## src/hw/gf_pkg.sv

```systemverilog
package gf_pkg;

  // element of GF(4), polynomial basis.
  localparam int GF4_W = 2;

  // the S-box works on three GF(4) coordinates.
  localparam int SBOX_W = 6;

  typedef logic [GF4_W-1:0] gf4_t;

  typedef logic [SBOX_W-1:0] sbox_t; // one S-box input or output.

endpackage

```

## src/hw/spn_pkg.sv

```systemverilog
package spn_pkg;

  localparam int BLOCK_W = 36; // block and key.
  localparam int N_SBOX = 6;   // S-boxes per round.
  localparam int ROUND_W = 4;  // up to 15 rounds.
  localparam int KEY_ROT = 6;  // left rotation per round.

  // round controller.
  typedef enum logic [1:0] {
    ST_IDLE = 2'd0,
    ST_RUN  = 2'd1,
    ST_DONE = 2'd2
  } spn_state_e;

  // command opcodes on the top-level strobe.
  typedef enum logic [1:0] {
    OP_KEY      = 2'd0,
    OP_ROUNDS   = 2'd1,
    OP_START    = 2'd2,
    OP_READ_KEY = 2'd3
  } spn_op_e;

endpackage

```

## src/hw/spn_cfg_if.sv

```systemverilog
`timescale 1ns/100ps

interface spn_cfg_if;

  logic [spn_pkg::BLOCK_W-1:0] key;
  logic [spn_pkg::ROUND_W-1:0] rounds;
  logic [spn_pkg::BLOCK_W-1:0] block; // plaintext, valid with start.
  logic                        start; // one cycle.
  logic                        busy;
  logic                        done;  // one cycle.

  modport cfg (
    output key, rounds, block, start,
    input  busy, done
  );

  modport eng (
    input  key, rounds, block, start,
    output busy, done
  );

endinterface

```

## src/hw/sbox6.sv

```systemverilog
`timescale 1ns/100ps

module sbox6 (
  input  gf_pkg::sbox_t x,
  output gf_pkg::sbox_t y
);

  function automatic gf_pkg::gf4_t gf4_sq(input gf_pkg::gf4_t a);
    return {a[1], a[1] ^ a[0]};
  endfunction

  function automatic gf_pkg::gf4_t gf4_mul(input gf_pkg::gf4_t a, input gf_pkg::gf4_t b);
    logic t;
    t = a[1] & b[1];
    return {(a[0] & b[1]) ^ (a[1] & b[0]) ^ t, (a[0] & b[0]) ^ t};
  endfunction

  // a cubed is one for any nonzero a in GF(4).
  function automatic gf_pkg::gf4_t gf4_cube_scale(input gf_pkg::gf4_t a,
                                                  input gf_pkg::gf4_t b);
    return (a != '0) ? b : '0;
  endfunction

  gf_pkg::sbox_t z; // tower field coordinates.
  gf_pkg::sbox_t w; // power 13, tower basis.
  gf_pkg::sbox_t p;
  gf_pkg::gf4_t  a0;
  gf_pkg::gf4_t  a1;
  gf_pkg::gf4_t  a2;
  gf_pkg::gf4_t  s0;
  gf_pkg::gf4_t  s1;
  gf_pkg::gf4_t  s2;
  gf_pkg::gf4_t  c01;
  gf_pkg::gf4_t  c02;
  gf_pkg::gf4_t  c10;
  gf_pkg::gf4_t  c12;
  gf_pkg::gf4_t  c20;
  gf_pkg::gf4_t  c21;
  gf_pkg::gf4_t  q01;
  gf_pkg::gf4_t  q02;
  gf_pkg::gf4_t  q12;
  gf_pkg::gf4_t  t0;
  gf_pkg::gf4_t  t1;
  gf_pkg::gf4_t  t2;

  // basis change, one row per output bit.
  assign z[0] = ^(x & 6'b100111);
  assign z[1] = ^(x & 6'b101110);
  assign z[2] = ^(x & 6'b110101);
  assign z[3] = ^(x & 6'b110110);
  assign z[4] = ^(x & 6'b100001);
  assign z[5] = ^(x & 6'b010000);

  assign a0 = z[1:0];
  assign a1 = z[3:2];
  assign a2 = z[5:4];

  assign s0 = gf4_sq(a0);
  assign s1 = gf4_sq(a1);
  assign s2 = gf4_sq(a2);

  assign c01 = gf4_cube_scale(a0, a1);
  assign c02 = gf4_cube_scale(a0, a2);
  assign c10 = gf4_cube_scale(a1, a0);
  assign c12 = gf4_cube_scale(a1, a2);
  assign c20 = gf4_cube_scale(a2, a0);
  assign c21 = gf4_cube_scale(a2, a1);

  assign q01 = gf4_mul(s0, s1);
  assign q02 = gf4_mul(s0, s2);
  assign q12 = gf4_mul(s1, s2);

  // square of one coordinate times the product of the other two.
  assign t0 = gf4_mul(s0, gf4_mul(a1, a2));
  assign t1 = gf4_mul(s1, gf4_mul(a0, a2));
  assign t2 = gf4_mul(s2, gf4_mul(a0, a1));

  assign w[1:0] = a0 ^ a1 ^ c10 ^ c12 ^ c20 ^ q01 ^ q02 ^ t0 ^ t2;
  assign w[3:2] = a1 ^ a2 ^ c01 ^ c20 ^ c21 ^ q01 ^ q12 ^ t0 ^ t1;
  assign w[5:4] = a0 ^ a2 ^ c01 ^ c02 ^ c12 ^ q02 ^ q12 ^ t1 ^ t2;

  // back to the polynomial basis.
  assign p[0] = ^(w & 6'b010100);
  assign p[1] = ^(w & 6'b010110);
  assign p[2] = ^(w & 6'b000001);
  assign p[3] = ^(w & 6'b011000);
  assign p[4] = ^(w & 6'b110011);
  assign p[5] = ^(w & 6'b011011);

  assign y = p ^ {gf_pkg::SBOX_W{x[2] ^ x[4]}}; // parity mask keeps zero at zero.

endmodule

```

## src/hw/spn_round.sv

```systemverilog
`timescale 1ns/100ps

module spn_round (
  input  logic [spn_pkg::BLOCK_W-1:0] state,
  input  logic [spn_pkg::BLOCK_W-1:0] round_key,
  output logic [spn_pkg::BLOCK_W-1:0] next_state
);

  logic [spn_pkg::BLOCK_W-1:0] sub;
  logic [spn_pkg::BLOCK_W-1:0] perm;

  // substitution layer.
  for (genvar i = 0; i < spn_pkg::N_SBOX; i++) begin : g_sbox
    sbox6 u_sbox (
      .x(state[i*gf_pkg::SBOX_W +: gf_pkg::SBOX_W]),
      .y(sub[i*gf_pkg::SBOX_W +: gf_pkg::SBOX_W])
    );
  end

  // bit j of sbox i lands on bit i of group j.
  for (genvar i = 0; i < spn_pkg::N_SBOX; i++) begin : g_perm_i
    for (genvar j = 0; j < gf_pkg::SBOX_W; j++) begin : g_perm_j
      assign perm[j*spn_pkg::N_SBOX + i] = sub[i*gf_pkg::SBOX_W + j];
    end
  end

  assign next_state = perm ^ round_key;

endmodule

```

## src/hw/spn_regs.sv

```systemverilog
`timescale 1ns/100ps

module spn_regs (
  input  logic                        clk,
  input  logic                        rst,
  input  logic                        cmd_valid,
  input  spn_pkg::spn_op_e            cmd_op,
  input  logic [spn_pkg::BLOCK_W-1:0] cmd_data,
  output logic [spn_pkg::BLOCK_W-1:0] rd_data,
  spn_cfg_if.cfg                      cfg
);

  logic [spn_pkg::BLOCK_W-1:0] key_q;
  logic [spn_pkg::ROUND_W-1:0] rounds_q;
  logic [spn_pkg::BLOCK_W-1:0] block_q;
  logic                        start_q;
  logic                        start_ok;

  // a start while the engine runs is dropped.
  assign start_ok = cmd_valid && (cmd_op == spn_pkg::OP_START) && !cfg.busy;

  always_ff @(posedge clk) begin
    if (rst) begin
      key_q <= '0;
      rounds_q <= '0;
      start_q <= 1'b0;
      rd_data <= '0;
    end else begin
      start_q <= start_ok;
      if (cmd_valid) begin
        case (cmd_op)
          spn_pkg::OP_KEY:      key_q <= cmd_data;
          spn_pkg::OP_ROUNDS:   rounds_q <= cmd_data[spn_pkg::ROUND_W-1:0];
          spn_pkg::OP_READ_KEY: rd_data <= key_q;
          default:              ; // start handled above.
        endcase
      end
    end
  end

  always_ff @(posedge clk) begin
    if (start_ok) begin
      block_q <= cmd_data; // plaintext.
    end
  end

  assign cfg.key = key_q;
  assign cfg.rounds = rounds_q;
  assign cfg.block = block_q;
  assign cfg.start = start_q;

endmodule

```

## src/hw/spn_ctrl.sv

```systemverilog
`timescale 1ns/100ps

module spn_ctrl (
  input  logic                        clk,
  input  logic                        rst,
  spn_cfg_if.eng                      eng,
  output logic [spn_pkg::BLOCK_W-1:0] state,
  output logic [spn_pkg::BLOCK_W-1:0] round_key,
  input  logic [spn_pkg::BLOCK_W-1:0] next_state,
  output logic [spn_pkg::BLOCK_W-1:0] block_out,
  output logic                        busy_out,
  output logic                        done_out
);

  spn_pkg::spn_state_e         st_q;
  logic [spn_pkg::BLOCK_W-1:0] state_q;
  logic [spn_pkg::BLOCK_W-1:0] key_q;   // running key, copied at start.
  logic [spn_pkg::ROUND_W-1:0] cnt_q;
  logic [spn_pkg::ROUND_W-1:0] rounds_q;
  logic                        last_round;

  assign round_key = {key_q[spn_pkg::BLOCK_W-spn_pkg::KEY_ROT-1:0],
                      key_q[spn_pkg::BLOCK_W-1 -: spn_pkg::KEY_ROT]};
  assign last_round = (cnt_q + 1'b1) == rounds_q;

  always_ff @(posedge clk) begin
    if (rst) begin
      st_q <= spn_pkg::ST_IDLE;
      state_q <= '0;
      cnt_q <= '0;
      rounds_q <= '0;
    end else begin
      case (st_q)
        spn_pkg::ST_RUN: begin
          state_q <= next_state;
          cnt_q <= cnt_q + 1'b1;
          if (last_round) st_q <= spn_pkg::ST_DONE;
        end
        default: begin // idle or done, both take a new start.
          if (eng.start) begin
            state_q <= eng.block ^ eng.key; // whitening.
            cnt_q <= '0;
            rounds_q <= eng.rounds;
            st_q <= (eng.rounds == '0) ? spn_pkg::ST_DONE : spn_pkg::ST_RUN;
          end else begin
            st_q <= spn_pkg::ST_IDLE;
          end
        end
      endcase
    end
  end

  always_ff @(posedge clk) begin
    if (st_q == spn_pkg::ST_RUN) begin
      key_q <= round_key;
    end else if (eng.start) begin
      key_q <= eng.key;
    end
  end

  assign state = state_q;
  assign block_out = state_q; // holds until the next start.
  assign busy_out = (st_q == spn_pkg::ST_RUN);
  assign done_out = (st_q == spn_pkg::ST_DONE);
  assign eng.busy = busy_out;
  assign eng.done = done_out;

endmodule

```

## src/hw/spn_top.sv

```systemverilog
`timescale 1ns/100ps

module spn_top (
  input  logic                        clk,
  input  logic                        rst,
  input  logic                        cmd_valid,
  input  spn_pkg::spn_op_e            cmd_op,
  input  logic [spn_pkg::BLOCK_W-1:0] cmd_data,
  output logic [spn_pkg::BLOCK_W-1:0] rd_data,
  output logic [spn_pkg::BLOCK_W-1:0] block_out,
  output logic                        busy,
  output logic                        done
);

  logic [spn_pkg::BLOCK_W-1:0] state;
  logic [spn_pkg::BLOCK_W-1:0] round_key;
  logic [spn_pkg::BLOCK_W-1:0] next_state;

  spn_cfg_if cfg_if ();

  spn_regs u_regs (
    .clk      (clk),
    .rst      (rst),
    .cmd_valid(cmd_valid),
    .cmd_op   (cmd_op),
    .cmd_data (cmd_data),
    .rd_data  (rd_data),
    .cfg      (cfg_if.cfg)
  );

  spn_ctrl u_ctrl (
    .clk       (clk),
    .rst       (rst),
    .eng       (cfg_if.eng),
    .state     (state),
    .round_key (round_key),
    .next_state(next_state),
    .block_out (block_out),
    .busy_out  (busy),
    .done_out  (done)
  );

  spn_round u_round (
    .state     (state),
    .round_key (round_key),
    .next_state(next_state)
  );

endmodule

```

## config.mk

```make
export PLATFORM = sky130hd
export DESIGN_NAME = spn_top
export DESIGN_NICKNAME = d
export VERILOG_FILES = /design/src/hw/gf_pkg.sv /design/src/hw/spn_pkg.sv /design/src/hw/spn_cfg_if.sv /design/src/hw/sbox6.sv /design/src/hw/spn_round.sv /design/src/hw/spn_regs.sv /design/src/hw/spn_ctrl.sv /design/src/hw/spn_top.sv
export SDC_FILE = /design/constraint.sdc
export NUM_CORES = 1
export LEC_CHECK = 0
export BUFFER_PORTS_ARGS = -buffer_cell sky130_fd_sc_hd__buf_2
export CAP_MARGIN = 20
export CORE_MARGIN = 2
export CORE_UTILIZATION = 32
export CTS_CLUSTER_SIZE = 25
export DETAILED_ROUTE_END_ITERATION = 7
export GPL_TIMING_DRIVEN = 0
export PLACE_DENSITY = 0.58
export SYNTH_ARGS = -nofsm -noshare
export SYNTH_HDL_FRONTEND = slang
export SYNTH_SLANG_ARGS = --single-unit
```

## constraint.sdc

```tcl
create_clock -name clk -period 5.6 [get_ports clk]
set_input_delay 1.12 -clock clk [delete_from_list [all_inputs] [get_ports clk]]
set_output_delay 1.12 -clock clk [all_outputs]
set_load 0.1 [all_outputs]
```

# Yosys cells after proc, flatten, opt, wreduce, memory -nomap -nowiden
# Cells that the tools add are included.
# op_classes
n_addsub,1
eq_ne,7
muxes,46
bitwise_logic,537
reduce_logical,100
# ops
op,n
$reduce_xor 6->1,72
$xor 2x2->2,144
$and 1x1->1,198
$xor 1x1->1,186
$mux 36,4
$mux 2,40
$xor 36x36->36,2
$reduce_bool 2->1,19
$xor 6x6->6,6
$mux 4,2
$reduce_and 2->1,4
$eq 2x2->1 const B,3
$add 4x1->4 const B,1
$eq 2x1->1 const B,2
$eq 4x4->1,1
$logic_not 4->1,1
$logic_and 1x1->1,2
$logic_not 2->1,1
$ne 2x1->1 const B,1
$logic_not 1->1,1
$not 1->1,1
# word_totals
reg_bits,195
in_bits,41
output_inout_bits,74
elab_cells,701

# Longest topological paths before layout
# Gate-level depths: netlist of the first run.
# logic_depth
depth_word,14
ltp_mapped,18

# By module
# Synthesis of the first run repeated with hierarchy kept, for this count alone.
# hier_totals
cells_unflattened,2277
area_unflattened_um2,19571.3
# modules_own_cells
module,instances,cells_per_inst,area_each_um2,seq_area_each_um2
sbox6 (u_round.g_sbox[1].u_sbox ...),5,230,1732.9,0.0
spn_regs,1,327,4309.1,2622.5
spn_ctrl,1,486,4182.8,2001.9
sbox6 (u_round.g_sbox[0].u_sbox),1,278,2099.5,0.0
spn_round,1,36,315.3,0.0

# Least setup slack after synthesis of the first run
# No wires, ideal clock.
# synth_timing
path_type,register to register
start,"register u_ctrl.state_q, in the netlist u_ctrl.block_out[11]"
end,"register u_ctrl.state_q, in the netlist u_ctrl.block_out[31]"
t_arrival_ns,5.007
t_required_ns,5.472
slack_ns,0.466
stages_incl_launch_ff,17
path_buffers,1
path_cell_list,dfxtp_1 buf_4 xor2_1 xor2_1 inv_1 ha_1 or2_2 mux4_1 a21oi_1 nand3b_1 xnor3_2 xor2_2 xnor3_2 xnor2_2 xnor2_1 xnor2_1 o22ai_1
# synth_between
elab_chain_len,14
elab_cells_between_ends,105
classes_between,mux (7); bitwise (89); reduce/logical (9)
# synth_rtl
element,line_no,text
start: declaration,spn_ctrl.sv:16,logic [spn_pkg::BLOCK_W-1:0] state_q;
start signal: assignment,spn_ctrl.sv:35,state_q <= next_state;
start signal: assignment,spn_ctrl.sv:41,state_q <= eng.block ^ eng.key;
$reduce_xor 6->1 (on tied branches),n/a,
$reduce_bool 2->1,sbox6.sv:21,return (a != '0) ? b : '0;
$mux 2,sbox6.sv:21,
$xor 2x2->2 (on tied branches) (7 in a row),"sbox6.sv:78, sbox6.sv:79, sbox6.sv:80",
$reduce_xor 6->1 (*),sbox6.sv:88,assign p[5] = ^(w & 6'b011011);
$xor 6x6->6 (*),sbox6.sv:90,assign y = p ^ {gf_pkg::SBOX_W{x[2] ^ x[4]}};
$xor 36x36->36 (*),spn_round.sv:27,assign next_state = perm ^ round_key;
$mux 36 (*),spn_ctrl.sv:33,case (st_q)
# Every way passes the cells marked *; elsewhere a longest branch is shown, timed or not.
# A chain may end at the register's enable or synchronous reset.

# Worst setup path after layout of the first run
# layout_timing
start,"register u_ctrl.state_q, in the netlist u_ctrl.block_out[10]"
end,"register u_ctrl.state_q, in the netlist u_ctrl.block_out[31]"
# layout_between
elab_chain_len,14
elab_cells_between_ends,98
classes_between,mux (6); bitwise (86); reduce/logical (6)
# layout_rtl
element,line_no,text
$reduce_xor 6->1 (on tied branches),"sbox6.sv:49, sbox6.sv:50",
$reduce_bool 2->1,sbox6.sv:21,
$mux 2,sbox6.sv:21,
$xor 2x2->2 (7 in a row),sbox6.sv:78,assign w[1:0] = a0 ^ a1 ^ c10 ^ c12 ^ c20 ^ q01 ^ q02 ^ t0 ^ t2;
$reduce_xor 6->1,sbox6.sv:88,
$xor 6x6->6 (*),sbox6.sv:90,
$xor 36x36->36 (*),spn_round.sv:27,
$mux 36 (*),spn_ctrl.sv:33,
# Marks and branches as above.

==> results.txt, run 1 <==
----------------------------------------------------
[Outcome]
  Outcome ... finished, final reports clean

[Critical path]
  Worst setup EP type ... register
  Classification of the worst setup path ... register to register
  Cell with the largest stage delay on the worst path ... mux4_1
  Number of buffers and inverters on the critical path ... 2
  Largest fanout of any net on the critical path ... 8
  Required time at the endpoint of the critical path ... 5.91 ns
  Critical path's largest stage delay ... roughly 0.56 ns
  Kind of start point of the critical path ... register
  CP Data Arrival Time ... between 5 and 6 ns
  Worst path top cell family by delay ... XOR/XNOR gates
  Sequence of cells on the critical path ... clkbuf_1 -> xor2_1 -> xor2_1 -> inv_1 -> ha_1 -> or2_2 -> mux4_1 -> a21oi_1 -> nand3b_1 -> xnor3_2 -> xor2_2 -> xnor3_2 -> xnor2_2 -> xnor2_1 -> xnor2_1 -> o22ai_1

[Cells and area]
  Synthesis-to-finish area growth ... 12.1%
  Number of nets in the finished design ... 2495
  Ratio of cells with drive above 1 in the final layout ... 0.113
  Final standard cell count with taps included and fillers excluded ... approximately 3200

[Floorplan]
  Floorplan die area ... 57900 um2
  Overall die width ... between 200 and 250 um
  Placeable Area ... about 55000 um2
  Chip Height ... 241 um
  Top-level port count ... 115
  Effective utilization at floorplan ... 0.324
  Standard-cell rows ... 86

[Placed design]
  Placed instance count ... 3157
  Half-perimeter wire length after placement ... 47800 um
  Number of port buffers ... approximately 110
  Final weighted congestion in routability-driven placement ... around 0.94

[Clock tree]
  Clock root buffer ... clkbuf_16
  Clock Pin Slew Worst Setup and Hold Paths ... 0.07 ns
  Post-CTS setup-driven buffer insertion count ... 0
  CTS sink count ... 195
  Resized cells post-CTS ... 0
  H-tree level count ... 4
  Clock latency of the later-clocked register in the worst-skew pair ... 0.44 ns
  Cts hold-fix bufs ... 0
  Maximum number of buffers from clock root to sink ... 2
  TritonCTS clock tree ... yes
  Total clock buffers created by CTS ... 17

[Global routing]
  GR Util met2 ... 0.329
  All-Layer GR Usage ... 0.206
  Met1 track demand over resource ... 0.289
  Number of antenna violations at the first check in global routing ... 1
  Most heavily used metal layer in global routing ... met2
  Largest net degree at the start of global routing ... 21
  First-pass GRT wire length ... 93700 um
  Routing usage on met3 ... 0.0273
  Number of global-route vias before repair ... 16100
  Total congestion overflow ... 0

[Synth]
  Share of flip-flops with an asynchronous set or reset ... 0
  Dominant synthesized flop cell ... dfxtp_1
  Number of synthesized flops with an enable pin ... 72
  Number of flip-flops and latches in the synthesized netlist ... 195
  Yosys warns ... 0
  Share of the yosys chip area belonging to registers ... 0.258
  Synthesized area divided by synthesized cell count ... 7.81 um2
  Netlist cell types ... 88
  Mapped Cells ... ~2300
  Synth Cell Area ... 17900 um2
  Syn Nets ... 2359

[Drt]
  Detailed-route vias per instance ... 5.37
  Number of vias after detailed routing ... 17100
  First-pass DRT Iterations ... 8
  Wire length per cell ... around 19 um
  Number of antenna-violating nets in the routed design ... 0
  DRC violations left ... 0
  Number of DRC violations after detailed-routing iteration 0 ... 1697
  Total wire length after detailed routing ... 60800 um

[Min path]
  Worst min-delay path category ... register to register

[Power and ir drop]
  Highest ir drop seen on vdd ... 0.222 mV
  Total Power Consumption ... 5.14 mW
  Leak Pwr ... roughly 7.4 nW
  Power density over the cells ... roughly 260 nW/um2

[Timing]
  Setup TNS after final layout ... 0 ns
  Total count of max-transition violations in the final report ... 0
  Clock tree skew after final layout ... approximately 0.014 ns
  Setup-violating endpoint count in the final report ... 0
  Slew of the pin with the lowest slew margin ... a little under 1 ns
  Relative slew margins ... 0.346
  Unrepaired setup endpoints after global routing ... no
  FMAX ... 187 MHz
  Post-layout min period ... 5.34 ns
  Period Utilization, post-route ... 0.953
  Hold Fails Final Rpt ... 0

[Run]
  Max Cap Violations ... 0

----------------------------------------------------
## sequential cells by signal (all words and copies together) (netlist names)
register and flops:
u_ctrl.block_out 36, u_ctrl.key_q 36, u_regs.cfg.block 36, u_regs.cfg.key 36, u_regs.rd_data 36, u_ctrl.cnt_q 4, u_ctrl.rounds_q 4, u_regs.cfg.rounds 4
u_ctrl.st_q 2, u_regs.cfg.start 1
## final cells by class
cell class / count / area [um2]
Fill cell: 5732 / 35100
Multi-Input combinational cell: 1849 / 12200
Sequential cell: 195 / 4620
Tap cell: 748 / 936
Buffer: 200 / 876
Timing Repair Buffer: 117 / 631
Clock buffer: 19 / 454
Inverter: 48 / 180
Clock inverter: 13 / 139
Antenna cell: 1 / 2.50
## kinds of logic (layout without fill, tap and decap cells)
group                      after synthesis  count (layout)  share of synthesized area
and+or+nand+nor                        817             817                      0.209
AOI/OAI and AO/OA                      555             555                      0.198
xor gates and xnor gates               394             394                      0.222
buffers and inverters                  248             397                     0.0590
DFF                                    195             195                      0.258
muxes                                   53              53                     0.0332
adders and majority gates               30              30                     0.0204
other                                    0               1                          0
## worst reg2reg max path, cell delays in order, from the launching register on
cell	delay (ns)
dfxtp_1	0.45
clkbuf_1	0.40
xor2_1	0.55
xor2_1	0.36
inv_1	0.08
ha_1	0.32
or2_2	0.33
mux4_1	0.56
a21oi_1	0.16
nand3b_1	0.13
xnor3_2	0.40
xor2_2	0.26
xnor3_2	0.42
xnor2_2	0.24
xnor2_1	0.10
xnor2_1	0.31
o22ai_1	0.13
## cell usage after synthesis (all sizes together), types with 41 or more instances
cell type / n / area share
dfxtp: 123 / 0.14
a211oi: 67 / 0.028
mux2i: 41 / 0.023
clkbuf: 106 / 0.022
xor2: 90 / 0.048
nand2b: 42 / 0.015
inv: 44 / 0.0092
nor2b: 44 / 0.015
edfxtp: 72 / 0.12
a21oi: 183 / 0.051
o21ai: 101 / 0.028
nand3: 46 / 0.013
xnor2: 277 / 0.14
buf: 94 / 0.027
nor2: 149 / 0.031
nand2: 392 / 0.082
## final timing paths
path | from | endpoint | slack, ns | depth (start not counted)
worst min-delay path | u_regs.rd_data[16] | u_regs.rd_data[16] | 0.46 | 2
worst max register to register | u_ctrl.block_out[10] | u_ctrl.block_out[31] | 0.26 | 16
worst min register to register | u_regs.rd_data[16] | u_regs.rd_data[16] | 0.46 | 2
worst max-delay path | u_ctrl.block_out[10] | u_ctrl.block_out[31] | 0.26 | 16
## through the flow
step	util	setup WS [ns]	hold slack (ns)	area [um2]
2_1_floorplan	-	0.466	0.448	17900
3_3_place_gp	0.352	0.00412	0.446	19400
3_5_place_dp	0.353	0.347	0.444	19500
4_1_cts	0.364	0.307	0.458	20100
5_1_grt	0.364	0.0778	0.478	20100
6_report	0.364	0.265	0.460	20100
## cells in the final DEF (no fill, tap or decap), types with 42 or more instances in the layout
cell type / instances
nand2_1: 392
xnor2_1: 266
a21oi_1: 183
buf_2: 171
nor2_1: 149
dfxtp_1: 123
clkbuf_1: 107
o21ai_0: 98
xor2_1: 80
edfxtp_1: 72
a211oi_1: 66
nand3_1: 46
nor2b_1: 44
nand2b_1: 42
## routing by layer
metal	vias up	wire (um)	part of all wire
li1	8249	-	-
met1	8144	28000	0.46
met2	671	27400	0.45
met3	78	3890	0.064
met4	0	1500	0.025
met5	-	0	0
## report_power, final
| part | switching (mW) | internal (mW) | leakage [nW] |
|---|---|---|---|
| Sequential | 0.0467 | 1.51 | 1.66 |
| Clock | 0.586 | 0.659 | 0.296 |
| Combinational | 1.38 | 0.969 | 5.46 |
No activity file was read; power rests on OpenSTA's default activity.
==> inputs of run 2 (changes only) <==
--- a/config.mk
+++ b/config.mk
@@ -14,2 +14,3 @@
 export GPL_TIMING_DRIVEN = 0
+export MAX_ROUTING_LAYER = met4
 export PLACE_DENSITY = 0.58
--- a/constraint.sdc
+++ b/constraint.sdc
@@ -3,2 +3,2 @@
 set_output_delay 1.12 -clock clk [all_outputs]
-set_load 0.1 [all_outputs]
+set_load 0.05 [all_outputs]
==> run 2 against run 1 <==
  * Sequential cell count stayed put
  * Combinational power is 2% lower
  * Critical endpoint is now u_ctrl.block_out[25]
  * Via count is 0.37% higher
  * Count of clock-buffer cells in the layout is 2 lower
  * Critical path depth stayed put
  * Clock power is 3% lower
  * Routed wire length is 0.36% higher
  * Worst hold slack worse by 0.0027 ns
==> results.txt, run 2 (synthesis results as in run 1) <==
----------------------------------------------------
[Floorplan]
  Top-level port count ... 115 (unchanged)
  Standard-cell rows ... 86 (unchanged)
  Effective utilization at floorplan ... 0.324 (unchanged)
  Chip Height ... 241 um (unchanged)
  Overall die width ... 241 um (unchanged)
  Placeable Area ... 55200 um2 (unchanged)
  Floorplan die area ... 57900 um2 (unchanged)

[Timing]
  Setup-violating endpoint count in the final report ... 0 (unchanged)
  Clock tree skew after final layout ... 0.0126 ns (was 0.0136 ns)
  Final worst-path setup slack ... 0.209 ns (was 0.265 ns)
  Unrepaired setup endpoints after global routing ... no (unchanged)
  Hold slack ... 0.457 ns (was 0.460 ns)
  Relative slew margins ... 0.328 (was 0.346)
  Post-layout min period ... 5.39 ns (was 5.34 ns)
  Total count of max-transition violations in the final report ... 0 (unchanged)
  Slew of the pin with the lowest slew margin ... 1.01 ns (was 0.978 ns)
  Hold Fails Final Rpt ... 0 (unchanged)
  FMAX ... 185 MHz (was 187 MHz)
  Period Utilization, post-route ... 0.963 (was 0.953)
  Setup TNS after final layout ... 0 ns (unchanged)

[Drt]
  Total wire length after detailed routing ... 61000 um (was 60800 um)
  First-pass DRT Iterations ... 7 (was 8)
  Number of vias after detailed routing ... 17200 (was 17100)
  Number of antenna-violating nets in the routed design ... 0 (unchanged)
  DRC violations left ... 0 (unchanged)
  Wire length per cell ... 19.1 um (was 19.0 um)
  Detailed-route vias per instance ... 5.39 (was 5.37)
  Number of DRC violations after detailed-routing iteration 0 ... 1681 (was 1697)

[Global routing]
  Total congestion overflow ... 0 (unchanged)
  All-Layer GR Usage ... 0.214 (was 0.206)
  First-pass GRT wire length ... 94900 um (was 93700 um)
  Number of antenna violations at the first check in global routing ... 1 (unchanged)
  Largest net degree at the start of global routing ... 22 (was 21)
  Number of global-route vias before repair ... 16400 (was 16100)

[Min path]
  Startpoint of the lowest-slack hold path ... u_regs.rd_data[18] (was u_regs.rd_data[16])
  Hold-critical path endpoint ... u_regs.rd_data[18] (was u_regs.rd_data[16])
  Cell depth of the worst min-delay path ... 2 (unchanged)
  Worst min-delay path category ... register to register (unchanged)

[Power and ir drop]
  Power density over the cells ... 252 nW/um2 (was 256 nW/um2)
  Cell Int Power ... 3.08 mW (was 3.14 mW)
  Leak Pwr ... 7.41 nW (about the same)
  Relative contribution of the clock network to total power ... 0.239 (was 0.242)
  Switching portion of total power ... 0.392 (was 0.390)
  Net switching component of the power ... 1.99 mW (was 2.01 mW)
  Highest ir drop seen on vdd ... 0.194 mV (was 0.222 mV)
  Total Power Consumption ... 5.06 mW (was 5.14 mW)
  Portion of total power attributed to combinational logic ... 0.454 (was 0.456)
  Part of the power in registers ... 0.307 (was 0.302)

[Outcome]
  Outcome ... finished, final reports clean (unchanged)

[Placed design]
  Half-perimeter wire length after placement ... 48200 um (was 47800 um)
  Final weighted congestion in routability-driven placement ... 0.955 (was 0.942)
  Placement Setup Slack ... 0.339 ns (was 0.347 ns)
  Number of port buffers ... 113 (unchanged)

[Cells and area]
  Synthesis-to-finish area growth ... 12.0% (was 12.1%)
  Ratio of cells with drive above 1 in the final layout ... 0.114 (was 0.113)
  Most common cell after layout, fill and taps aside ... nand2_1 (unchanged)
  Commonest cells after routing, fill and taps aside ... 392 x nand2_1, 266 x xnor2_1, 183 x a21oi_1 (unchanged)
  Number of nets in the finished design ... 2495 (unchanged)

[Clock tree]
  Resized cells post-CTS ... 0 (unchanged)
  Cts hold-fix bufs ... 0 (unchanged)
  Maximum number of buffers from clock root to sink ... 2 (unchanged)
  Clock Pin Slew Worst Setup and Hold Paths ... 0.08 ns (was 0.07 ns)
  CTS sink count ... 195 (unchanged)
  TritonCTS clock tree ... yes (unchanged)
  Clock root buffer ... clkbuf_16 (unchanged)
  H-tree level count ... 4 (unchanged)
  Clock latency of the later-clocked register in the worst-skew pair ... 0.44 ns (about the same)
  Total clock buffers created by CTS ... 17 (unchanged)
  Post-CTS setup-driven buffer insertion count ... 0 (unchanged)

[Critical path]
  Source of the worst register-to-register timing path ... u_ctrl.block_out[11] (was u_ctrl.block_out[10])
  Kind of start point of the critical path ... register (unchanged)
  Destination of the worst register-to-register timing path ... u_ctrl.block_out[25] (was u_ctrl.block_out[31])
  Worst setup EP type ... register (unchanged)
  Launching instance or port of the critical path ... u_ctrl.block_out[11] (was u_ctrl.block_out[10])
  Classification of the worst setup path ... register to register (unchanged)
  Cells on worst reg2reg path ... 16 (unchanged)
  CP Data Arrival Time ... 5.66 ns (was 5.64 ns)
  Largest fanout of any net on the critical path ... 10 (was 8)
  Required time at the endpoint of the critical path ... 5.87 ns (was 5.91 ns)
  Reg2reg setup slack ... 0.21 ns (was 0.26 ns)

[Run]
  Max Cap Violations ... 0 (unchanged)

----------------------------------------------------
-- run 2: power by group through the flow --
| stage | clock network, mW | registers (mW) | logic, mW |
|---|---|---|---|
| 2_1_floorplan | 0 | 1.61 | 1.70 |
| 3_3_place_gp | 0 | 1.59 | 2.25 |
| 3_5_place_dp | 0 | 1.59 | 2.27 |
| 4_1_cts | 1.22 | 1.56 | 2.29 |
| 5_1_grt | 1.28 | 1.56 | 2.46 |
| 6_report | 1.21 | 1.56 | 2.30 |
-- run 2: per-layer routing --
layer / vias to the layer above / share of wire / track usage
met5: - / 0 / -
met4: 0 / 0.037 / 0.0774
met3: 100 / 0.058 / 0.0239
met2: 648 / 0.44 / 0.325
met1: 8211 / 0.47 / 0.294
li1: 8246 / - / -
-- run 2: final cells by class --
class                      instances  area, um2
fill                            5762      35100
multi-input combinational       1849      12200
sequential                       195       4620
tap                              748        936
buffer                           200        876
timing repair buffer             117        627
clock buffer                      17        425
inverter                          48        180
clock inverter                    15        159
antenna                            1       2.50
-- run 2: critical path, stage by stage (launching register included) --
cell,delay [ns]
dfxtp_1,0.60
buf_4,0.26
buf_4,0.19
buf_2,0.29
xor2_1,0.28
inv_1,0.19
ha_1,0.34
or2_2,0.32
mux4_1,0.55
a21oi_1,0.18
nand3b_1,0.14
xnor3_2,0.39
xor2_2,0.26
xnor3_2,0.41
xnor2_1,0.16
xnor2_1,0.38
o22ai_1,0.25
-- run 2: metrics by stage --
| stage | util | instance area [um2] | std cells |
|---|---|---|---|
| global route | 0.364 | 20100 | 3190 |
| finish | 0.364 | 20100 | 3190 |
| CTS | 0.363 | 20100 | 3189 |
| global placement | 0.352 | 19400 | 3153 |
| floorplan | - | 17900 | 2292 |
| detailed placement | 0.353 | 19500 | 3157 |
-- run 2: how the worst max path moves through the flow --
stage / endpoint / slack (ns) / cells after the start
CTS: u_ctrl.block_out[25] / 0.30 / 16
global route: u_ctrl.block_out[31] / 0.11 / 16
floorplan: u_ctrl.block_out[31] / 0.82 / 16
global placement: u_regs.cfg.block[13] / 0.03 / 6
detailed placement: u_ctrl.block_out[25] / 0.34 / 16
finish: u_ctrl.block_out[25] / 0.21 / 16
